## src/pkt_cfg.svh

```systemverilog
`ifndef PKT_CFG_SVH
`define PKT_CFG_SVH

// Packet type codes from the host.
`define BAG_DLINK 4'h8
`define BAG_DTYPE 4'h9
`define BAG_DTEMP 4'hA
`define BAG_DATA0 4'hD
`define BAG_DATA1 4'hE

// Header nibbles, high half of the first frame byte.
`define HEAD_DLINK 4'hD
`define HEAD_DTYPE 4'h1
`define HEAD_DTEMP 4'h9
`define HEAD_DATA  4'h3

`define DLINK_WORD 12'h123

`define CHIP_NUM   8
`define DATA_LEN   64
`define RAM_AW     12
`define FIFO_DEPTH 128

`endif

```

## src/pkt_pkg.sv

```systemverilog
`include "pkt_cfg.svh"

package pkt_pkg;

    typedef logic [7:0] adc_sample_t;

    typedef struct packed {
        logic [3:0] device_idx;
        logic [3:0] data_idx;
    } dev_cmd_t;

    typedef struct packed {
        logic [7:0] temp;
        logic [7:0] dev_type;
        logic [3:0] stat;
    } dev_stat_t;

    typedef struct packed {
        logic               en;
        logic [`RAM_AW-1:0] addr;
        logic [7:0]         data;
    } ram_wr_t;

    typedef enum logic [3:0] {
        ST_WAIT, ST_IGNORE,
        ST_LINK_HI, ST_LINK_LO, ST_TYPE_HI, ST_TYPE_LO, ST_TEMP_HI, ST_TEMP_LO,
        ST_DATA_HEAD, ST_DATA_STAT, ST_DATA_GAP, ST_DATA_COPY,
        ST_FLUSH, ST_DONE
    } build_state_t;

endpackage

```

## src/sample_fifo.sv

```systemverilog
`timescale 1ns/1ps
`include "pkt_cfg.svh"

module sample_fifo
    import pkt_pkg::*;
#(
    parameter type payload_t = adc_sample_t
) (
    input  logic     clk,
    input  logic     rst,
    input  logic     wr,
    input  payload_t din,
    input  logic     rd,
    output payload_t dout,
    output logic     empty,
    output logic     full
);

    localparam int unsigned AW = $clog2(`FIFO_DEPTH);
    localparam logic [AW:0] DEPTH = (AW + 1)'(`FIFO_DEPTH);

    payload_t        mem [`FIFO_DEPTH];
    logic [AW-1:0]   wr_ptr;
    logic [AW-1:0]   rd_ptr;
    logic [AW:0]     count;

    // Head entry is always on the output.
    assign dout  = mem[rd_ptr];
    assign empty = (count == '0);
    assign full  = (count == DEPTH);

    always_ff @(posedge clk) begin
        if (wr) begin
            mem[wr_ptr] <= din;
        end
    end

    always_ff @(posedge clk or posedge rst) begin
        if (rst) begin
            wr_ptr <= '0;
            rd_ptr <= '0;
            count  <= '0;
        end else begin
            if (wr) wr_ptr <= wr_ptr + 1'b1;
            if (rd) rd_ptr <= rd_ptr + 1'b1;
            case ({wr, rd})
                2'b10:   count <= count + 1'b1;
                2'b01:   count <= count - 1'b1;
                default: count <= count;
            endcase
        end
    end

    a_no_overflow: assert property (@(posedge clk) disable iff (rst) wr |-> !full)
        else $error("sample_fifo: write while full");
    a_no_underflow: assert property (@(posedge clk) disable iff (rst) rd |-> !empty)
        else $error("sample_fifo: read while empty");

endmodule

```

## config.mk

```make
export PLATFORM = sky130hd
export DESIGN_NAME = sample_fifo
export DESIGN_NICKNAME = d
export VERILOG_FILES = /design/src/pkt_pkg.sv /design/src/sample_fifo.sv
export VERILOG_INCLUDE_DIRS = /design/src
export SDC_FILE = /design/constraint.sdc
export NUM_CORES = 1
export LEC_CHECK = 0
export ABC_AREA = 1
export BUFFER_PORTS_ARGS = -buffer_cell sky130_fd_sc_hd__buf_2
export CORE_MARGIN = 3
export CORE_UTILIZATION = 40
export DETAILED_ROUTE_END_ITERATION = 7
export HOLD_SLACK_MARGIN = 0.05
export PLACE_DENSITY_LB_ADDON = 0.05
export SYNTH_ARGS = -nofsm -noshare
export SYNTH_HDL_FRONTEND = slang
export SYNTH_SLANG_ARGS = --single-unit
```

## constraint.sdc

```tcl
create_clock -name clk -period 6.2 [get_ports clk]
set_clock_uncertainty 0.15 [all_clocks]
set_input_delay 1.24 -clock clk [delete_from_list [all_inputs] [get_ports clk]]
set_output_delay 1.24 -clock clk [all_outputs]
set_load 0.005 [all_outputs]
```

# ---- Word level (Yosys, flattened, before mapping)
# Memory sizes are Yosys's and may differ from the RTL's.
# Index checks and enable logic that the tools add are counted.
dict set report classes {
  add_sub_neg 4
  multipliers 0
  n_div 0
  magnitude_cmp 0
  n_eq_ne 3
  shift 0
  muxes 3
  n_bitwise 0
  reduce_logical 2
}
# cell count
set op_table {}
lappend op_table {{one-hot mux 8 bit (2 select lines)} 1}
lappend op_table {{adder 7 x 1 -> 7 bit (second input constant)} 2}
lappend op_table {{adder 8 x 1 -> 8 bit (second input constant)} 1}
lappend op_table {{== test 8 bit (second input constant)} 1}
lappend op_table {{zero test 8 bit} 1}
lappend op_table {{subtractor 8 x 1 -> 8 bit (second input constant)} 1}
lappend op_table {{== test 2 x 1 -> 1 bit (second input constant)} 1}
lappend op_table {{== test 2 bit (second input constant)} 1}
lappend op_table {{2-to-1 mux 1 bit} 2}
lappend op_table {{nonzero test 2 bit} 1}
dict set report word_totals {
  reg_bits 22
  latchBits 0
  ramBits 1024
  mem_bits_ro 0
  in_bits 12
  out_inout_bits 10
  wordCells 16
  n_memories 1
}
# name words word_bits read_ports rd_clocked_by_memory_dff write_ports line
set memory_table {}
lappend memory_table {mem 128 8 1 0 1 sample_fifo.sv:22} ;# payload_t mem [`FIFO_DEPTH];

# ---- Depth between registers and ports, before layout
dict set report depth {
  depth_word 2
  depth_mapped 16
  ltp_nobuf 13
}

# ---- Least setup slack after synthesis
# Ideal clock, no wire load.
dict set report synth_path {
  path_kind {input-to-reg}
  start {in wr}
  end {mem mem[73][0] (netlist name) (enable)}
  setup_ns 0.395
  t_arrival_ns 2.609
  required_time_ns 5.655
  setup_slack_ns 3.046
  cell_stages 3
  path_buffers 1
  cell_sequence {clkbuf_1 > nand3_1 > nor4_1}
}
dict set report synth_via {
  elab_chain_len 2
}
# item line
set synth_rtl {}
lappend synth_rtl {{start, declared} sample_fifo.sv:11} ;# input logic wr,
lappend synth_rtl {{2-to-1 mux 1 bit} sample_fifo.sv:33} ;# if (wr) begin
lappend synth_rtl {{2-to-1 mux 1 bit (not written as such)} sample_fifo.sv:34} ;# mem[wr_ptr] <= din;
lappend synth_rtl {{end, declared} sample_fifo.sv:22}
# No other way between the ends.

==> results.py <==
metrics = {
    "synth": {
        "synth.ff_latch_count": 1046,
        "netlist_instances": 4123,
        "syn_area_per_cell_um2": 10.8,
        "mappedNetlistArea_mm2": 0.0443,
        "yosysWarningCount": 0,
        "synth_fp_nets": 4140,
        "ys_types": 28,
        "sequential_element_share_of_the_synthesized_area_pct": 70.6,
    },
    "placed_design": {
        "dpl-instance-area_mm2": 0.0456,
        "gp_congestion": 0.809,
        "portBuffers": 21,
        "post-place-ws_ps": 1610,
        "post-dp-hpwl_um": 71600,
    },
    "final_layout": {
        "nNetsFinal": 4098,
        "multi_input_area_mm2": 0.0107,
        "syn2layout_area_growth_pct": 11.2,
        "n_fill_cell": 10300,
        "final_area_mm2": 0.0493,
        "layout.core_utilization_pct": 45.0,
        "drive_gt1_share_pct": 5.74,
        "n_antenna_cell": 0,
        "seq_area_mm2": 0.0313,
    },
    "setup_path": {
        "timing.critical_path.from_type": "register",
        "timing.critical_path.to_type": "primary output",
        "rrSetupSlack_ps": 2730,
        "crit_type": "reg2out",
        "crit_required_ps": 4810,
        "worstReg2RegEnd": "mem[87][7]",
        "worst_r2r_startpoint": "wr_ptr[0]",
        "timing.reg2reg.worst_path_depth": 7,
        "cp_data_arrival_time_ps": 3920,
        "crit_fanout": 64,
    },
    "die": {
        "rows": 121,
        "die-area_mm2": 0.115,
        "initial_core_util_pct": 40.5,
        "die_w_um": 339,
        "floorplan.core_area_mm2": 0.109,
        "boundary_pins": 22,
        "die_height_um": 339,
    },
    "sta": {
        "period_minus_slack_ps": 5310,
        "maxSlewHeadroom_pct": 25.8,
        "rsz0062_at_grt": "false",
        "finalSetupTns_ps": 0,
        "timing.final.setup_violations": 0,
        "timing.final.crit_share_pct": 85.6,
        "report.final.slew_viol_count": 0,
        "final.hold.worst_slack_ps": 360,
        "clock.fmax_mhz": 188,
        "max_slew.worst_pin.slew_ps": 1110,
        "final.setup.worst_slack_ps": 891,
        "timing_hold_violations_final": 0,
    },
    "cts": {
        "post_cts.resized_instances": 0,
        "worst_skew_pair.late_latency_ps": 710,
        "ctsHoldBuffers": 0,
        "cts_tree": "built",
        "clock-sinks": 1046,
        "cts_buffers": 116,
        "clk_pin_slew_ps": 60,
        "cts_max_path_buffers": 3,
        "count_of_h_tree_levels_built_during_cts": 3,
        "clockRootBuffer": "sky130_fd_sc_hd__clkbuf_16",
        "post-cts-setup-buffer-count": 0,
    },
    "grt": {
        "overflow": 0,
        "wire_length_of_the_first_global_routing_pass_um": 191000,
        "gr-usage-all-layers_pct": 22.3,
        "grt_use_met3_pct": 3.13,
        "grt_most_used_layer": "met2",
        "initial_antenna_violation_count": 1,
        "grtUsageMet2_pct": 36.2,
        "gr-usage-met1_pct": 31.4,
        "largest_net_degree_at_the_start_of_global_routing": 198,
        "number_of_global_route_vias_before_repair": 27800,
    },
    "worst_hold_path": {
        "hold_path.startpoint": "count[7]",
        "worst_hold_path.num_cells": 2,
        "hold_class": "reg2reg",
        "hold_end": "count[7]",
    },
    "detailed_routing": {
        "detailed_route_via_count": 28800,
        "drc_errors": 0,
        "drt_total_wl_um": 130000,
        "detail_route.vias_per_cell": 5.10,
        "drt_iter0_markers": 2270,
        "drtAntennaViolNets": 0,
        "detail_route.wl_per_cell_um": 22.9,
        "drtPass1Iterations": 5,
    },
    "power": {
        "p_leak_nw": 19.0,
        "power.density_cell_area_mw_per_mm2": 460,
        "ir_worst_vdd_mv": 0.558,
    },
    "status": {
        "status": "finished, final reports clean",
    },
    "flow_run": {
        "maxCapViolCount": 0,
    },
}
## routing by layer
layer	wire [µm]	vias to the layer above
met1	59200	14300
li1	-	13700
met5	0	-
met3	6180	181
met2	61200	680
met4	3020	0
## synth_stat cells, drive strengths merged
cell / instances / share of area, %
nand2: 1638 / 14
nor4: 7 / 0.099
nor2b: 1 / 0.014
nor2: 190 / 1.6
a21oi: 66 / 0.75
or4: 1 / 0.017
ha: 5 / 0.14
o21ai: 24 / 0.27
edfxtp: 1024 / 69
nand4: 3 / 0.042
clkbuf: 37 / 0.31
xnor2: 5 / 0.099
buf: 187 / 2.5
xor2: 14 / 0.28
dfrtp: 22 / 1.2
nor3: 7 / 0.079
inv: 285 / 2.4
o211ai: 4 / 0.068
nand3b: 1 / 0.017
clkinv: 2 / 0.017
or2: 3 / 0.042
nand3: 597 / 6.7
## sequential cells by signal, indices dropped and copies added (netlist names)
register / flops
mem: 1024
count: 8
rd_ptr: 7
wr_ptr: 7
## cell type report
class / instances / share of cell area (%)
Sequential cell: 1046 / 63.5
Multi-Input combinational cell: 2566 / 21.8
Clock buffer: 146 / 6.16
Tap cell: 1476 / 3.75
Inverter: 287 / 2.23
Timing Repair Buffer: 64 / 1.30
Clock inverter: 70 / 1.24
## cell usage in the layout, fill, tap and decap left out, types with 2 or more instances in the layout
| cell type | count |
|---|---|
| sky130_fd_sc_hd__ha_1 | 5 |
| sky130_fd_sc_hd__bufinv_16 | 9 |
| sky130_fd_sc_hd__a21oi_1 | 66 |
| sky130_fd_sc_hd__clkinv_8 | 3 |
| sky130_fd_sc_hd__clkinv_1 | 33 |
| sky130_fd_sc_hd__xor2_1 | 14 |
| sky130_fd_sc_hd__clkbuf_1 | 28 |
| sky130_fd_sc_hd__buf_12 | 13 |
| sky130_fd_sc_hd__inv_2 | 3 |
| sky130_fd_sc_hd__o211ai_1 | 4 |
| sky130_fd_sc_hd__nand3_2 | 2 |
| sky130_fd_sc_hd__clkinv_2 | 21 |
| sky130_fd_sc_hd__nor3_1 | 6 |
| sky130_fd_sc_hd__nand2_1 | 1638 |
| sky130_fd_sc_hd__buf_4 | 30 |
| sky130_fd_sc_hd__clkinvlp_4 | 2 |
| sky130_fd_sc_hd__nor2_1 | 190 |
| sky130_fd_sc_hd__o21ai_1 | 4 |
| sky130_fd_sc_hd__o21ai_0 | 20 |
| sky130_fd_sc_hd__edfxtp_1 | 1024 |
| sky130_fd_sc_hd__dfrtp_4 | 2 |
| sky130_fd_sc_hd__dfrtp_2 | 2 |
| sky130_fd_sc_hd__buf_6 | 8 |
| sky130_fd_sc_hd__xnor2_1 | 5 |
| sky130_fd_sc_hd__nor4_2 | 3 |
| sky130_fd_sc_hd__nand3_1 | 595 |
| sky130_fd_sc_hd__or2_2 | 3 |
| sky130_fd_sc_hd__dfrtp_1 | 18 |
| sky130_fd_sc_hd__buf_2 | 13 |
| sky130_fd_sc_hd__inv_1 | 279 |
| sky130_fd_sc_hd__clkbuf_8 | 2 |
| sky130_fd_sc_hd__clkbuf_16 | 116 |
| sky130_fd_sc_hd__nor4_1 | 4 |
| sky130_fd_sc_hd__inv_6 | 4 |
| sky130_fd_sc_hd__nand4_1 | 3 |
## per-stage QoR
step,power (mW),std cells
global route,23.9,5655
floorplan,13.2,4123
detailed placement,16.2,5439
CTS,22.9,5655
global placement,16.2,5439
finish,22.6,5655
## critical path, cell delays in order, from the launching register on
cell and delay [ps]:
sky130_fd_sc_hd__dfrtp_2 410, sky130_fd_sc_hd__buf_4 670, sky130_fd_sc_hd__nand2_1 380, sky130_fd_sc_hd__inv_2 160, sky130_fd_sc_hd__buf_12 280, sky130_fd_sc_hd__a21oi_1 150, sky130_fd_sc_hd__nand3_1 200, sky130_fd_sc_hd__nand3_1 180
sky130_fd_sc_hd__nand2_1 120, sky130_fd_sc_hd__nand2_1 50, sky130_fd_sc_hd__nand2_1 100, sky130_fd_sc_hd__nand2_1 80, sky130_fd_sc_hd__nand2_1 140, sky130_fd_sc_hd__buf_2 140
## report_power, final
group / total (mW) / switching, mW / internal [mW]
logic: 7.76 / 5.81 / 1.95
registers: 8.22 / 0.245 / 7.97
clock network: 6.66 / 2.84 / 3.83
## worst max path at each step
stage	cells after the start	start	slack (ps)	end
CTS	13	rd_ptr[2]	810	dout[4]
global placement	13	rd_ptr[2]	1560	dout[4]
global route	13	rd_ptr[2]	700	dout[1]
finish	13	rd_ptr[2]	890	dout[2]
detailed placement	13	rd_ptr[2]	1610	dout[4]
floorplan	3	wr	3050	mem[73][0]
## kinds of logic after synthesis
group                    count (synthesis)  share of synthesized area (%)
AO/OA/AOI/OAI                           94                           1.08
XOR/XNOR                                19                          0.375
adder cells (fa/ha/maj)                  5                          0.141
buffers and inverters                  511                           5.26
flip-flops                            1046                           70.6
AND/OR/NAND/NOR                       2448                           22.5
Note: power is estimated with default switching activity, not from simulation.
