### config.mk
export PLATFORM = sky130hd
export DESIGN_NAME = frame_builder
export DESIGN_NICKNAME = d
export VERILOG_FILES = /design/src/pkt_pkg.sv /design/src/frame_builder.sv
export VERILOG_INCLUDE_DIRS = /design/src
export SDC_FILE = /design/constraint.sdc
export NUM_CORES = 1
export LEC_CHECK = 0
export BUFFER_PORTS_ARGS = -buffer_cell sky130_fd_sc_hd__buf_4
export CORE_MARGIN = 2
export CORE_UTILIZATION = 46
export DETAILED_ROUTE_END_ITERATION = 6
export HOLD_SLACK_MARGIN = 0.02
export PLACE_DENSITY = 0.8
export SYNTH_ARGS = -nofsm -noshare
export SYNTH_HDL_FRONTEND = slang
export SYNTH_SLANG_ARGS = --single-unit
### constraint.sdc
create_clock -name clk -period 2.1 [get_ports clk]
set_clock_uncertainty 0.15 [all_clocks]
set_input_delay 0.105 -clock clk [delete_from_list [all_inputs] [get_ports clk]]
set_output_delay 0.105 -clock clk [all_outputs]
set_load 0.03 [all_outputs]
### src/pkt_cfg.svh
`ifndef PKT_CFG_SVH
`define PKT_CFG_SVH

// Packet type codes from the host.
`define BAG_DLINK 4'h8
`define BAG_DTYPE 4'h9
`define BAG_DTEMP 4'hA
`define BAG_DATA0 4'hD
`define BAG_DATA1 4'hE

// Header nibbles, high half of the first frame byte.
`define HEAD_DLINK 4'hD
`define HEAD_DTYPE 4'h1
`define HEAD_DTEMP 4'h9
`define HEAD_DATA  4'h3

`define DLINK_WORD 12'h123

`define CHIP_NUM   8
`define DATA_LEN   64
`define RAM_AW     12
`define FIFO_DEPTH 128

`endif

### src/pkt_pkg.sv
`include "pkt_cfg.svh"

package pkt_pkg;

    typedef logic [7:0] adc_sample_t;

    typedef struct packed {
        logic [3:0] device_idx;
        logic [3:0] data_idx;
    } dev_cmd_t;

    typedef struct packed {
        logic [7:0] temp;
        logic [7:0] dev_type;
        logic [3:0] stat;
    } dev_stat_t;

    typedef struct packed {
        logic               en;
        logic [`RAM_AW-1:0] addr;
        logic [7:0]         data;
    } ram_wr_t;

    typedef enum logic [3:0] {
        ST_WAIT, ST_IGNORE,
        ST_LINK_HI, ST_LINK_LO, ST_TYPE_HI, ST_TYPE_LO, ST_TEMP_HI, ST_TEMP_LO,
        ST_DATA_HEAD, ST_DATA_STAT, ST_DATA_GAP, ST_DATA_COPY,
        ST_FLUSH, ST_DONE
    } build_state_t;

endpackage

### src/frame_builder.sv
`timescale 1ns/1ps
`include "pkt_cfg.svh"

module frame_builder
    import pkt_pkg::*;
(
    input  logic                 clk,
    input  logic                 rst,
    input  logic                 fs,
    input  logic [3:0]           btype,
    input  logic [`RAM_AW-1:0]   frame_base,
    input  dev_cmd_t             cmd,
    input  dev_stat_t            stat,
    input  adc_sample_t          fifo_dout [`CHIP_NUM],
    input  logic [`CHIP_NUM-1:0] fifo_empty,
    output logic                 fd,
    output logic [`CHIP_NUM-1:0] fifo_rd,
    output ram_wr_t              wr
);

    localparam int unsigned SAMPLE_W = $clog2(`DATA_LEN);
    localparam int unsigned CHIP_W = $clog2(`CHIP_NUM);
    localparam logic [SAMPLE_W-1:0] LAST_SAMPLE = SAMPLE_W'(`DATA_LEN - 1);
    localparam logic [CHIP_W-1:0] LAST_CHIP = CHIP_W'(`CHIP_NUM - 1);
    localparam logic [11:0] LINK_WORD = `DLINK_WORD;

    build_state_t          state;
    build_state_t          state_next;
    logic [SAMPLE_W-1:0]   sample_cnt;
    logic [CHIP_W-1:0]     chip_idx;
    logic [`CHIP_NUM-1:0]  chip_sel;
    adc_sample_t           sample_mux;
    logic                  block_end;
    ram_wr_t               wr_next;

    assign block_end  = (sample_cnt == LAST_SAMPLE);
    assign chip_sel   = `CHIP_NUM'(1) << chip_idx;
    assign sample_mux = fifo_dout[chip_idx];
    assign fifo_rd    = (state == ST_DATA_COPY) ? chip_sel : '0;
    assign fd         = (state == ST_DONE);

    always_ff @(posedge clk or posedge rst) begin
        if (rst) begin
            state <= ST_WAIT;
        end else begin
            state <= state_next;
        end
    end

    always_comb begin
        state_next = state;
        case (state)
            ST_WAIT: begin
                if (fs) begin
                    case (btype)
                        `BAG_DLINK:             state_next = ST_LINK_HI;
                        `BAG_DTYPE:             state_next = ST_TYPE_HI;
                        `BAG_DTEMP:             state_next = ST_TEMP_HI;
                        `BAG_DATA0, `BAG_DATA1: state_next = ST_DATA_HEAD;
                        default:                state_next = ST_IGNORE;
                    endcase
                end
            end
            // Unknown code waits here until the host lets go.
            ST_IGNORE:    if (!fs) state_next = ST_WAIT;
            ST_LINK_HI:   state_next = ST_LINK_LO;
            ST_LINK_LO:   state_next = ST_FLUSH;
            ST_TYPE_HI:   state_next = ST_TYPE_LO;
            ST_TYPE_LO:   state_next = ST_FLUSH;
            ST_TEMP_HI:   state_next = ST_TEMP_LO;
            ST_TEMP_LO:   state_next = ST_FLUSH;
            ST_DATA_HEAD: state_next = ST_DATA_STAT;
            ST_DATA_STAT: state_next = ST_DATA_GAP;
            ST_DATA_GAP:  state_next = ST_DATA_COPY;
            ST_DATA_COPY: begin
                if (block_end) begin
                    state_next = (chip_idx == LAST_CHIP) ? ST_FLUSH : ST_DATA_GAP;
                end
            end
            // Last byte lands in the RAM here.
            ST_FLUSH:     state_next = ST_DONE;
            ST_DONE:      if (!fs) state_next = ST_WAIT;
            default:      state_next = ST_WAIT;
        endcase
    end

    always_ff @(posedge clk or posedge rst) begin
        if (rst) begin
            sample_cnt <= '0;
            chip_idx   <= '0;
        end else begin
            case (state)
                ST_DATA_HEAD: chip_idx <= '0;
                ST_DATA_GAP:  sample_cnt <= '0;
                ST_DATA_COPY: begin
                    sample_cnt <= sample_cnt + 1'b1;
                    if (block_end) chip_idx <= chip_idx + 1'b1;
                end
                default: ;
            endcase
        end
    end

    // Address moves only on a write and holds through gaps.
    always_comb begin
        wr_next = '{en: 1'b0, addr: wr.addr, data: wr.data};
        case (state)
            ST_LINK_HI: begin
                wr_next = '{en: 1'b1, addr: frame_base,
                            data: {`HEAD_DLINK, LINK_WORD[11:8]}};
            end
            ST_TYPE_HI: begin
                wr_next = '{en: 1'b1, addr: frame_base,
                            data: {`HEAD_DTYPE, cmd.device_idx}};
            end
            ST_TEMP_HI: begin
                wr_next = '{en: 1'b1, addr: frame_base,
                            data: {`HEAD_DTEMP, cmd.device_idx}};
            end
            ST_DATA_HEAD: begin
                wr_next = '{en: 1'b1, addr: frame_base,
                            data: {`HEAD_DATA, cmd.device_idx}};
            end
            ST_LINK_LO:   wr_next = '{en: 1'b1, addr: wr.addr + 1'b1, data: LINK_WORD[7:0]};
            ST_TYPE_LO:   wr_next = '{en: 1'b1, addr: wr.addr + 1'b1, data: stat.dev_type};
            ST_TEMP_LO:   wr_next = '{en: 1'b1, addr: wr.addr + 1'b1, data: stat.temp};
            ST_DATA_STAT: begin
                wr_next = '{en: 1'b1, addr: wr.addr + 1'b1,
                            data: {cmd.data_idx, stat.stat}};
            end
            ST_DATA_COPY: wr_next = '{en: 1'b1, addr: wr.addr + 1'b1, data: sample_mux};
            default: ;
        endcase
    end

    always_ff @(posedge clk or posedge rst) begin
        if (rst) begin
            wr <= '0;
        end else begin
            wr <= wr_next;
        end
    end

    a_no_write_when_done: assert property (
        @(posedge clk) disable iff (rst) fd |-> !wr.en)
        else $error("frame_builder: RAM write pending while fd is high");

    // Host must preload every FIFO before a data frame.
    a_no_empty_pop: assert property (
        @(posedge clk) disable iff (rst) !(|(fifo_rd & fifo_empty)))
        else $error("frame_builder: pop from an empty sample FIFO");

endmodule

### Word level (Yosys, flattened, before mapping)

Index checks and enable logic that the tools add are counted.

* register bits after elaboration: 34
* input port bits: 119
* output and inout bits: 30
* logic and storage cells: 58

* add/sub/neg operators: 3
* magnitude comparators: 1
* eq/ne operators: 23
* shifts and indexed selects: 1
* muxes and demuxes: 14
* bitwise gates (word level): 1
* reductions and logical operators: 9

Operators by type and width (number)
* $pmux W21 S9: 1
* $eq A4 B4 Y1 const B: 11
* $pmux W4 S11: 1
* $bmux W8 S3: 1
* $mux W8: 3
* $eq A4 B3 Y1 const B: 4
* $pmux W4 S4: 1
* $add A12 B1 Y12 const B: 1
* $mux W4: 3
* $pmux W6 S2: 1
* $reduce_bool A9 Y1: 1
* $eq A4 B2 Y1 const B: 2
* $shl A1 B3 Y8 const A: 1
* $add A6 B1 Y6 const B: 1
* $eq A6 B6 Y1 const B: 1
* $mux W3: 2
* $ne A2 B2 Y1 const B: 3
* $pmux W3 S2: 1
* $eq A4 B1 Y1 const B: 1
* $ge A4 B4 Y1 const B: 1
* $logic_not A4 Y1: 1
* $not A3 Y4: 1
* $reduce_bool A2 Y1: 2
* $reduce_or A2 Y1: 2
* 5 further kinds: 5

### Longest topological paths before layout

Gate-level depths: netlist of the first run.

* depth in word-level cells: 5
* mapped depth: 8
* gate-level depth less buffers: 7

### Worst setup path before layout of the first run

Ideal clock, no wire load.

* path type: reg-to-reg
* from: register state[1]
* to: register wr[17] (netlist bit)
* setup time: 0.069 ns
* data arrival time: 1.697 ns
* data required time: 1.881 ns
* slack: 0.183 ns
* stages on the path, launching flop included: 7
* path buffers: 2
* clock period less this slack: 1.917 ns
* path through: dfrtp_1 buf_6 or3_4 and3b_1 buf_6 or4_1 nand3_1

* cells in the longest elaborated chain, start to end: 2
* elaborated cells between the ends (all ways): 11
* classes of those cells: eq/ne: 9; mux: 1; reduce/logical: 1

Ends and longest elaborated chain
* start, declared: RTL line frame_builder.sv:27 `build_state_t state;`
* start signal, assigned: RTL line frame_builder.sv:46 `state <= state_next;`
* $eq A4 B4 Y1, or another cell as far along: RTL line frame_builder.sv:107 `case (state)`
* $pmux W21 S9 or $reduce_bool A9 Y1 (tied branches)
* end signal, assigned: RTL line frame_builder.sv:140 `wr <= wr_next;`
* end, declared: RTL line frame_builder.sv:18 `output ram_wr_t wr`

Several ways; a longest one is shown, not always the timed one.
A chain may end at the register's enable or synchronous reset.

### Final worst setup path of the first run

* from: register chip_idx[0]
* to: output fifo_rd[4]

* cells in the longest elaborated chain, start to end: 2

Ends and longest elaborated chain
* start, declared: RTL line frame_builder.sv:30 `logic [CHIP_W-1:0] chip_idx;`
* start signal, assigned: RTL line frame_builder.sv:97 `if (block_end) chip_idx <= chip_idx + 1'b1;`
* $shl A1 B3 Y8 (no line)
* $mux W8: RTL line frame_builder.sv:39 `assign fifo_rd = (state == ST_DATA_COPY) ? chip_sel : '0;`
* end, declared: RTL line frame_builder.sv:17 `` output logic [`CHIP_NUM-1:0] fifo_rd, ``

No other way between the ends.

==> metrics.md, run 1 <==
| Metric | Value |
|---|---|
| Antenna violations before repair | `0` |
| Final HPWL DP | `between 7000 and 8000 um` |
| Num ports | `149` |
| Async SR Flop Fraction | `between 90% and 100%` |
| Mean Syn Cell Area | `7.99 sq um` |
| WP data required | `roughly 1.9 ns` |
| Worst-margin pin slew | `between 0.5 and 0.6 ns` |
| Clock Path Buffers | `2` |
| Min cycle time layout | `a little under 2 ns` |
| CTS H-tree depth | `2` |
| Drt drc | `0` |
| DRT Pass-1 Iters | `5` |
| Clock share of power | `9.8%` |
| Reg area | `~850 sq um` |
| Syn Nets | `487` |
| CP startpoint kind | `flop` |
| Antenna Cells | `0` |
| Switching Share | `between 40% and 50%` |
| Via count | `between 3000 and 4000` |
| CP startpoint | `chip_idx[0]$_DFFE_PP0P_` |
| WP data arrival | `between 1.5 and 2 ns` |
| Initial core utilization | `slightly below 50%` |
| Cell Area, Synth | `roughly 2900 sq um` |
| Sw power | `approximately 2.4 mW` |
| Synth cell types | `52` |
| Worst R2R Start | `state[3]$_DFFE_PP0P_` |
| Final ANT Viol Nets | `0` |
| Comb pwr share | `around two thirds` |
| Fin crit share | `slightly above 90%` |
| Sequential area share after synthesis | `between 20% and 30%` |
| VDD IR-drop max | `approximately 0.96 mV` |
| Largest net degree at the start of global routing | `39` |
| Layout cells sized above 1 | `35.7%` |
| First-pass GRT wire length | `between 15000 and 20000 um` |
| Multi-input gate area in the final layout | `1860 sq um` |
| Final slew viol count | `0` |
| Critical Path Sink | `fifo_rd[4]` |
| Core area | `between 5000 and 6000 sq um` |
| Internal power component | `~2.5 mW` |
| Routed len/inst | `about 17 um` |
| # setup viols final | `0` |
| Warning count from the yosys run | `0` |
| Final hold slack | `0.0378 ns` |
| GPL Wtd Cong | `slightly above 0.9` |
| CTS tree | `yes` |
| R2R cell count | `6` |
| Leakage dissipation | `~2.0 nW` |
| Syn Inst Count | `360` |
| Clock transition at path regs | `0.07 ns` |
| Area delta synth->final | `50.2%` |
| Vias per cell | `~5.8` |
| Fmax | `between 0.5 and 0.6 GHz` |
| Worst hold path type | `in -> reg` |
| Share of the synthesized area in the top cell type | `~30%` |
| Reg2reg setup slack | `0.17 ns` |
| CTS Sinks | `34` |
| Die area | `between 6000 and 7000 sq um` |
| CP Class | `reg -> out` |
| Crit end category | `output pin` |
| Routed WL | `between 9000 and 10000 um` |
| Hold Vio Cnt, Final | `0` |
| Power per cell area | `roughly 1100 nW/um^2` |
| #FFs+latches synth | `34` |
| DRT iter0 DRCs | `220` |
| Skew-Pair Late Insertion Delay | `0.29 ns` |
| Main synth FF type | `dfrtp_1` |
| Largest cells by area after synthesis | `dfrtp_1, mux4_2, nand2_1` |
| Die width | `83.1 um` |
| Post-synth EDFFs | `0` |
| RSZ-0062 raised after global routing | `false` |
| Relative slew slack | `between 60% and 70%` |
| Die Span Y | `roughly 83 um` |
| GR Overflow Total | `0` |
| Outcome | `complete, no violations` |
| TritonCTS buffer count | `5` |
| Fillers | `467` |
| Flop pwr share | `24.4%` |
| Reg2reg end | `wr[3]$_DFFE_PP0P_` |
| CTS Root Cell | `clkbuf_8` |
| Vias in the first global route | `3578` |
| Row cnt | `28` |
| Max Cap Violations | `0` |
| Nets | `between 600 and 700` |
| IO buf count | `140` |
| Worst Path Max Fanout | `9` |
| Synth area leader | `dfrtp_1` |
| Total Routing Usage GR | `between 20 and 30%` |
| Final setup TNS | `0 ns` |
## cells by family (layout without fill, tap and decap cells)
logic type      Yosys count  count (layout)  share of synthesized area, %
compound gates          116             116                          25.1
flops                    34              34                          29.6
fa+ha+maj                 8               8                          3.48
buf+inv                  38             190                          5.70
simple gates            137             137                          22.9
mux                      25              25                          12.6
xor+xnor                  2               2                         0.609
## through the flow
step	cell area, sq um	power, mW	std cells	util (%)	setup WS [ns]
after detailed placement	4100	4.36	569	68.5	0.0855
final	4320	4.93	587	72.1	0.134
after global placement	4100	4.28	569	68.5	0.158
after CTS	4290	4.87	585	71.6	0.0287
after floorplan	2880	3.22	360	-	0.183
after global routing	4320	5.30	587	72.1	0.00597
## layout make-up
class	instances	share of cell area, %
Clock buffer	6	1.91
Sequential cell	34	19.7
Inverter	12	1.19
Multi-Input combinational cell	288	43.1
Tap cell	75	2.17
Timing Repair Buffer	172	31.9
## per-layer routing
metal  wire length [um]  part of all wire, %  track usage, %
met1               3990                   41            35.2
met4                265                  2.7            10.3
met2               4810                   49            49.3
met5                  0                    0               0
met3                703                  7.2            5.37
## state kept, by name, summed over array words and instances, names as in the netlist
signal      count
state           4
wr             21
sample_cnt      6
chip_idx        3
## cell usage in the layout, fill, tap and decap left out, types with 6 or more instances in the layout
| master | count |
|---|---|
| nor2b_1 | 7 |
| a22oi_1 | 8 |
| nand3_1 | 21 |
| nand4_1 | 6 |
| a21oi_1 | 31 |
| inv_1 | 9 |
| mux4_2 | 9 |
| dlygate4sd3_1 | 10 |
| nor2_1 | 29 |
| buf_4 | 157 |
| mux2i_1 | 16 |
| and3_1 | 9 |
| ha_1 | 8 |
| clkbuf_8 | 6 |
| dfrtp_1 | 32 |
| o21ai_0 | 31 |
| nand2_1 | 45 |
## how the worst min path moves through the flow
stage / endpoint / depth (start not counted) / startpoint
after floorplan: wr[17]$_DFFE_PP0P_ / 2 / frame_base[9]
after global placement: state[0]$_DFFE_PP0P_ / 3 / rst
after detailed placement: wr[19]$_DFFE_PP0P_ / 3 / rst
after CTS: state[2]$_DFFE_PP0P_ / 3 / fs
after global routing: wr[15]$_DFFE_PP0P_ / 3 / frame_base[7]
final: state[2]$_DFFE_PP0P_ / 3 / fs
## synthesized netlist by cell type (8+ instances only)
library cell and n:
ha_1 8, nand2_1 45, o21ai_0 31, a21oi_1 31, and3_1 9, nor2_1 29
clkbuf_1 17, a22oi_1 8, inv_1 10, nand3_1 21, mux4_2 9, dfrtp_1 34
mux2i_1 16
## what timing repair did
action	CTS	global route
hold buffers	10	0
hold endpoints to repair	43	0
buffers inserted	0	2
gates resized for setup	1	5
endpoints found under the setup margin	8	10
## worst max-delay path, cell delays in order, from the launching register on
cell        delay (ns)
dfrtp_1           0.40
buf_4             0.22
clkinvlp_4        0.21
ha_1              0.26
and3_1            0.17
buf_4             0.17
## power by group through the flow
stage	Combinational [mW]	Sequential [mW]	Clock, mW
after floorplan	1.71	1.51	0
after global placement	3.08	1.19	0
after detailed placement	3.15	1.21	0
after CTS	3.18	1.20	0.486
after global routing	3.53	1.25	0.522
final	3.25	1.20	0.481
Note: power is estimated with default switching activity, not from simulation.
==> inputs of run 2 (changes only) <==
--- a/config.mk
+++ b/config.mk
@@ -7,11 +7,15 @@
 export NUM_CORES = 1
 export LEC_CHECK = 0
 export BUFFER_PORTS_ARGS = -buffer_cell sky130_fd_sc_hd__buf_4
+export CAP_MARGIN = 20
+export CELL_PAD_IN_SITES_DETAIL_PLACEMENT = 1
+export CELL_PAD_IN_SITES_GLOBAL_PLACEMENT = 2
 export CORE_MARGIN = 2
-export CORE_UTILIZATION = 46
+export CORE_UTILIZATION = 24
 export DETAILED_ROUTE_END_ITERATION = 6
 export HOLD_SLACK_MARGIN = 0.02
-export PLACE_DENSITY = 0.8
+export PLACE_DENSITY = 0.79
+export SKIP_LAST_GASP = 1
 export SYNTH_ARGS = -nofsm -noshare
 export SYNTH_HDL_FRONTEND = slang
 export SYNTH_SLANG_ARGS = --single-unit
==> run 2 against run 1 <==
- combinational power grew 5%
- non-clock buffer count grew 5
- total power grew 8.3%
- final area grew 3.9%
- utilization shrank 33 points
- setup slack lost 0.0092 ns
- die area grew 87%
- first-iteration DRC count shrank 25%
- sequential share of layout area shrank 0.66 points
- count of clock-buffer cells in the layout is the same
- via count shrank 2.3%
- critical path type unchanged
==> metrics.md, run 2 (synthesis gave the netlist of run 1 again) <==
| Metric | Value |
|---|---|
| Outcome | `complete, no violations` |
| # setup viols final | `0 (unchanged)` |
| WP data required | `1.85 ns (about the same)` |
| Vias in the first global route | `3617 (+1.1%)` |
| Most flops, register | `wr` |
| Most frequent cells in the layout | `buf_4, nand2_1, o21ai_0, a21oi_1, dfrtp_1` |
| Num ports | `149 (unchanged)` |
| Largest net degree at the start of global routing | `35 (-10%)` |
| Worst Path Max Fanout | `17 (+8)` |
| Crit end category | `output pin` |
| CP startpoint kind | `flop` |
| Routed WL | `11100 um (+13%)` |
| Core area | `11600 sq um (+93%)` |
| Power per cell area | `1190 nW/um^2 (+4.2%)` |
| CTS Sinks | `34 (unchanged)` |
| GR Overflow Total | `0 (unchanged)` |
| Clock Path Buffers | `2 (unchanged)` |
| Skew-Pair Late Insertion Delay | `0.28 ns (about the same)` |
| Layout cells sized above 1 | `37.7% (+2.0 points)` |
| Via count | `3350 (-2.3%)` |
| Min cycle time layout | `1.97 ns (+0.00918 ns)` |
| Regs by FF count | `wr x21, sample_cnt x6, state x4` |
| Drt drc | `0 (unchanged)` |
| Antenna Cells | `0 (unchanged)` |
| Area delta synth->final | `56.2%` |
| Die Span Y | `113 um (+37%)` |
| Total Routing Usage GR | `17.3% (-11 points)` |
| VDD IR-drop max | `0.445 mV (-53%)` |
| Relative slew slack | `69.1% (+5.8 points)` |
| Worst-margin pin slew | `0.464 ns (-0.0728 ns)` |
| Fmax | `0.506 GHz (-0.46%)` |
| DRT Pass-1 Iters | `4 (-1)` |
| Flop pwr share | `22.6% (-1.8 points)` |
| GPL Wtd Cong | `0.775 (-16%)` |
| CP Class | `reg -> out` |
| Clock share of power | `13.6% (+3.8 points)` |
| Clock transition at path regs | `0.06 ns (about the same)` |
| Vias per cell | `5.08 (-13%)` |
| Sw power | `2.48 mW (+4.1%)` |
| IO buf count | `140 (unchanged)` |
| Worst hold path type | `in -> reg` |
| Internal power component | `2.85 mW (+12%)` |
| Die area | `12900 sq um (+87%)` |
| Max FFs per register | `21 (unchanged)` |
| TritonCTS buffer count | `5 (unchanged)` |
| Fin crit share | `94.0% (+0.44 points)` |
| Max Cap Violations | `0 (unchanged)` |
| DRT iter0 DRCs | `165 (-25%)` |
| Row cnt | `39 (+39%)` |
| Final ANT Viol Nets | `0 (unchanged)` |
| RSZ-0062 raised after global routing | `false` |
| Final slew viol count | `0 (unchanged)` |
| Initial core utilization | `24.9% (-23 points)` |
| First-pass GRT wire length | `17900 um (+9.2%)` |
| WP data arrival | `1.72 ns (about the same)` |
| Routed len/inst | `16.8 um (+0.75%)` |
| Die width | `113 um (+37%)` |
| Most common cell after layout, fill and taps aside | `buf_4` |
| Hold Vio Cnt, Final | `0 (unchanged)` |
| Antenna violations before repair | `0 (unchanged)` |
| Final setup TNS | `0 ns (unchanged)` |
| Nets | `645 (+0.78%)` |
| CTS tree | `yes` |
| Switching Share | `46.6% (-1.9 points)` |
| Leakage dissipation | `2.04 nW (+2.3%)` |
| CTS H-tree depth | `2 (unchanged)` |
| Final hold slack | `0.0186 ns (-0.0192 ns)` |
| Final HPWL DP | `8740 um (+16%)` |
| CTS Root Cell | `clkbuf_16` |
| Comb pwr share | `63.9% (-2.0 points)` |
run 2: power groups by stage:
stage | clock network (mW) | registers, mW | logic (mW)
floorplan | 0 | 1.51 | 1.71
global placement | 0 | 1.20 | 3.29
detailed placement | 0 | 1.21 | 3.37
CTS | 0.741 | 1.21 | 3.39
global route | 0.773 | 1.25 | 3.76
finish | 0.724 | 1.20 | 3.41
run 2: path summary, 6_finish.rpt:
path | startpoint | depth (start not counted) | end | slack (ns)
worst min register to register | sample_cnt[2]$_DFFE_PP0P_ | 1 | sample_cnt[2]$_DFFE_PP0P_ | 0.33
worst max register to register | state[2]$_DFFE_PP0P_ | 5 | wr[17]$_DFFE_PP0P_ | 0.13
worst max-delay path | state[1]$_DFFE_PP0P_ | 6 | fifo_rd[0] | 0.13
min in group asynchronous | rst | 4 | wr[14]$_DFFE_PP0P_ | 0.35
max in group asynchronous | rst | 4 | chip_idx[0]$_DFFE_PP0P_ | 1.10
worst min-delay path | frame_base[8] | 3 | wr[16]$_DFFE_PP0P_ | 0.02
run 2: metrics by stage:
| stage | cell area [sq um] | std cells | utilization [%] | total power, mW | setup slack [ns] |
|---|---|---|---|---|---|
| 4_1_cts | 4450 | 659 | 38.5 | 5.34 | 0.0248 |
| 2_1_floorplan | 2880 | 360 | - | 3.22 | 0.183 |
| 3_5_place_dp | 4220 | 645 | 36.5 | 4.57 | 0.111 |
| 5_1_grt | 4490 | 660 | 38.8 | 5.78 | 0.0193 |
| 6_report | 4490 | 660 | 38.8 | 5.34 | 0.125 |
| 3_3_place_gp | 4220 | 645 | 36.5 | 4.49 | 0.186 |
run 2: critical path: stages, from the launching register on:
cell and delay, ns:
dfrtp_2 0.46, buf_6 0.21, nand2_1 0.11, nor2_1 0.13, buf_6 0.18, and3_1 0.18, buf_4 0.16
run 2: layout make-up:
| cell class | instances | area (sq um) |
|---|---|---|
| clock buffers | 6 | 139 |
| fillers | 1405 | 7070 |
| inverters | 12 | 48.8 |
| multi-input cells | 288 | 1870 |
| flip-flops and latches | 34 | 857 |
| well taps | 143 | 179 |
| repair buffers | 177 | 1400 |
run 2: what timing repair did:
| action | CTS | global route |
|---|---|---|
| hold buffers | 8 | 0 |
| gates resized for setup | 6 | 8 |
| endpoints found under the setup margin | 9 | 8 |
| buffers inserted | 0 | 1 |
| endpoints found under the hold margin | 41 | 0 |
run 2: layer usage:
metal | track usage [%] | part of all wire, % | up-vias | routed length (um)
li1 | - | - | 1645 | -
met1 | 21.3 | 43 | 1583 | 4750
met2 | 30.8 | 49 | 113 | 5460
met3 | 3.93 | 6.6 | 9 | 731
met4 | 3.90 | 1.1 | 0 | 127
met5 | 0 | 0 | - | 0
==> inputs of run 3 (changes only) <==
--- a/config.mk
+++ b/config.mk
@@ -10,11 +10,13 @@
 export CAP_MARGIN = 20
 export CELL_PAD_IN_SITES_DETAIL_PLACEMENT = 1
 export CELL_PAD_IN_SITES_GLOBAL_PLACEMENT = 2
+export CORE_ASPECT_RATIO = 0.7
 export CORE_MARGIN = 2
 export CORE_UTILIZATION = 24
 export DETAILED_ROUTE_END_ITERATION = 6
 export HOLD_SLACK_MARGIN = 0.02
 export PLACE_DENSITY = 0.79
+export SETUP_SLACK_MARGIN = 0.02
 export SKIP_LAST_GASP = 1
 export SYNTH_ARGS = -nofsm -noshare
 export SYNTH_HDL_FRONTEND = slang
==> run 3 against run 2 <==
- global-route usage rose by 1.2 points
- utilization rose by 0.89 points
- total power rose by 5.3%
- count of clock-buffer cells in the layout fell by 1
- setup slack got worse by 0.077 ns
- largest cell class unchanged
- largest power group unchanged
==> metrics.md, run 3 (synthesis gave the netlist of run 1 again) <==
| Metric | Value |
|---|---|
| Outcome | `complete, no violations` |
| Slowest cell on crit path | `dfrtp_2` |
| Most flops, register | `wr` |
| Fin crit share | `97.7% (+3.7 points)` |
| Drt drc | `0 (unchanged)` |
| Reg2reg end | `wr[19]$_DFFE_PP0P_` |
| Critical Path Sink | `fifo_rd[3]` |
| Final setup TNS | `0 ns (unchanged)` |
| Via count | `3409 (+1.8%)` |
| Hold Vio Cnt, Final | `0 (unchanged)` |
| Antenna Cells | `0 (unchanged)` |
| CP Class | `reg -> out` |
| VDD IR-drop max | `0.576 mV (+29%)` |
| DRT Pass-1 Iters | `4 (unchanged)` |
| WP data arrival | `1.80 ns (+0.08 ns)` |
| Die Span Y | `95.6 um (-16%)` |
| CP startpoint kind | `flop` |
| TritonCTS buffer count | `5 (unchanged)` |
| Routed WL | `11600 um (+5.1%)` |
| GPL Wtd Cong | `0.840 (+8.3%)` |
| Layout cells sized above 1 | `38.3% (+0.61 points)` |
| Switching Share | `46.1% (-0.45 points)` |
| Clock Path Buffers | `2 (unchanged)` |
| Reg2reg setup slack | `0.11 ns (-0.02 ns)` |
| IO buf count | `140 (unchanged)` |
| Die area | `12900 sq um (+0.10%)` |
| Sw power | `2.59 mW (+4.3%)` |
| Final ANT Viol Nets | `0 (unchanged)` |
| First-pass GRT wire length | `18600 um (+3.9%)` |
| Num ports | `149 (unchanged)` |
| Internal power component | `3.03 mW (+6.2%)` |
| Power per cell area | `1210 nW/um^2 (+1.9%)` |
| Regs by FF count | `wr x21, sample_cnt x6, state x4` |
| Antenna violations before repair | `0 (unchanged)` |
| CTS tree | `yes` |
| Core area | `11700 sq um (+1.0%)` |
| Most frequent cells in the layout | `buf_4, nand2_1, a21oi_1, dfrtp_1, o21ai_0` |
| R2R cell count | `5 (unchanged)` |
| Nets | `653 (+1.2%)` |
| Relative slew slack | `69.4% (+0.34 points)` |
| Crit end category | `output pin` |
| Flop pwr share | `21.7% (-0.9 points)` |
| Worst setup margin | `0.0485 ns (-0.0767 ns)` |
| # setup viols final | `0 (unchanged)` |
| Worst hold path type | `in -> reg` |
| Dpl cell area | `4300 sq um (+1.8%)` |
| Final instance area | `4640 sq um (+3.3%)` |
| Initial core utilization | `24.6% (-0.26 points)` |
| WP data required | `1.85 ns (about the same)` |
| CP Cell Sequence | `inv_2, nand2_1, nor2_1, buf_6, and2_1, buf_4` |
| CP startpoint | `state[2]$_DFFE_PP0P_` |
| Clock share of power | `15.4% (+1.8 points)` |
| DP Worst Slack | `-0.116 ns (-0.227 ns)` |
| Final HPWL DP | `9310 um (+6.4%)` |
| Most common cell after layout, fill and taps aside | `buf_4` |
| Final slew viol count | `0 (unchanged)` |
| CTS Sinks | `34 (unchanged)` |
| Total Routing Usage GR | `18.4% (+1.2 points)` |
| Final hold slack | `0.0496 ns (+0.0311 ns)` |
| Clock transition at path regs | `0.06 ns (about the same)` |
| Worst Path Max Fanout | `15 (-2)` |
| Routed len/inst | `17.0 um (+1.5%)` |
| Row cnt | `33 (-15%)` |
| Number of cells on the critical path | `6 (unchanged)` |
| Leakage dissipation | `2.10 nW (+2.8%)` |
| Buf+Inv Stages, Crit Path | `3 (unchanged)` |
| Fin util | `39.7% (+0.89 points)` |
| Die width | `135 um (+19%)` |
| Vias in the first global route | `3572 (-1.2%)` |
| Worst-margin pin slew | `0.448 ns (-0.0166 ns)` |
| Comb pwr share | `62.9% (-1.0 points)` |
| Max FFs per register | `21 (unchanged)` |
| Fillers | `1419 (+1.0%)` |
| Min cycle time layout | `2.05 ns (+0.0767 ns)` |
| Worst path max stage delay | `0.46 ns (about the same)` |
| CTS Root Cell | `clkbuf_16` |
| Max Cap Violations | `0 (unchanged)` |
| RSZ-0062 raised after global routing | `true` |
| Skew-Pair Late Insertion Delay | `0.29 ns (about the same)` |
| CTS H-tree depth | `2 (unchanged)` |
| Area delta synth->final | `61.4%` |
| GR Overflow Total | `0 (unchanged)` |
| Largest net degree at the start of global routing | `35 (unchanged)` |
| DRT iter0 DRCs | `206 (+25%)` |
| Worst R2R Start | `state[2]$_DFFE_PP0P_` |
| Fmax | `0.487 GHz (-3.7%)` |
| Crit path max-delay family | `simple AND/OR/NAND/NOR gates` |
| Vias per cell | `4.98 (-1.8%)` |
run 3: cell count changes in the layout (fill, tap and decap cells not counted), sizes merged:
cell | previous run | this run
buf | 169 | 175
clkinvlp | 0 | 3
dlygate4sd3 | 8 | 10
bufinv | 0 | 1
clkbuf | 6 | 5
clkinv | 1 | 0
run 3: final cells by class:
type	count	area (sq um)	area share [%]
inverters	12	48.8	1.05
clock buffers	5	125	2.70
multi-input cells	288	1880	40.4
clock inverters	3	45.0	0.970
flip-flops and latches	34	855	18.4
repair buffers	185	1500	32.2
well taps	157	196	4.23
run 3: layer usage:
layer / track usage, % / vias up / wire, um
li1: - / 1668 / -
met1: 26.3 / 1641 / 5760
met2: 29.7 / 93 / 5290
met3: 3.08 / 7 / 501
met4: 3.16 / 0 / 87
met5: 0 / - / 0
run 3: timing repair:
action / CTS / global route
endpoints found under the hold margin: 43 / 0
setup endpoints to repair: 10 / 15
resized for setup: 6 / 6
setup buffers: 2 / 2
hold buffers: 10 / 0
run 3: worst min path at each step:
stage | startpoint | end | slack, ns | cells after the start
final | frame_base[5] | wr[13]$_DFFE_PP0P_ | 0.05 | 3
after global routing | frame_base[5] | wr[13]$_DFFE_PP0P_ | 0.05 | 3
after CTS | frame_base[5] | wr[13]$_DFFE_PP0P_ | 0.05 | 3
after detailed placement | rst | wr[20]$_DFF_PP0_ | 0.10 | 3
after global placement | rst | wr[20]$_DFF_PP0_ | 0.10 | 3
after floorplan | frame_base[9] | wr[17]$_DFFE_PP0P_ | 0.09 | 2
run 3: through the flow:
step | instances | total power, mW
2_1_floorplan | 360 | 3.22
3_3_place_gp | 662 | 4.56
3_5_place_dp | 662 | 4.65
4_1_cts | 682 | 5.59
5_1_grt | 684 | 6.09
6_report | 684 | 5.62
run 3: tightest hold or removal path, stage by stage:
cell	delay [ns]
buf_4	0.08
o21ai_0	0.07
a22oi_1	0.17
run 3: power by group through the flow:
stage | registers [mW] | logic, mW | clock network, mW
6_report | 1.22 | 3.54 | 0.867
3_5_place_dp | 1.23 | 3.42 | 0
3_3_place_gp | 1.22 | 3.34 | 0
5_1_grt | 1.27 | 3.91 | 0.918
2_1_floorplan | 1.51 | 1.71 | 0
4_1_cts | 1.22 | 3.49 | 0.880
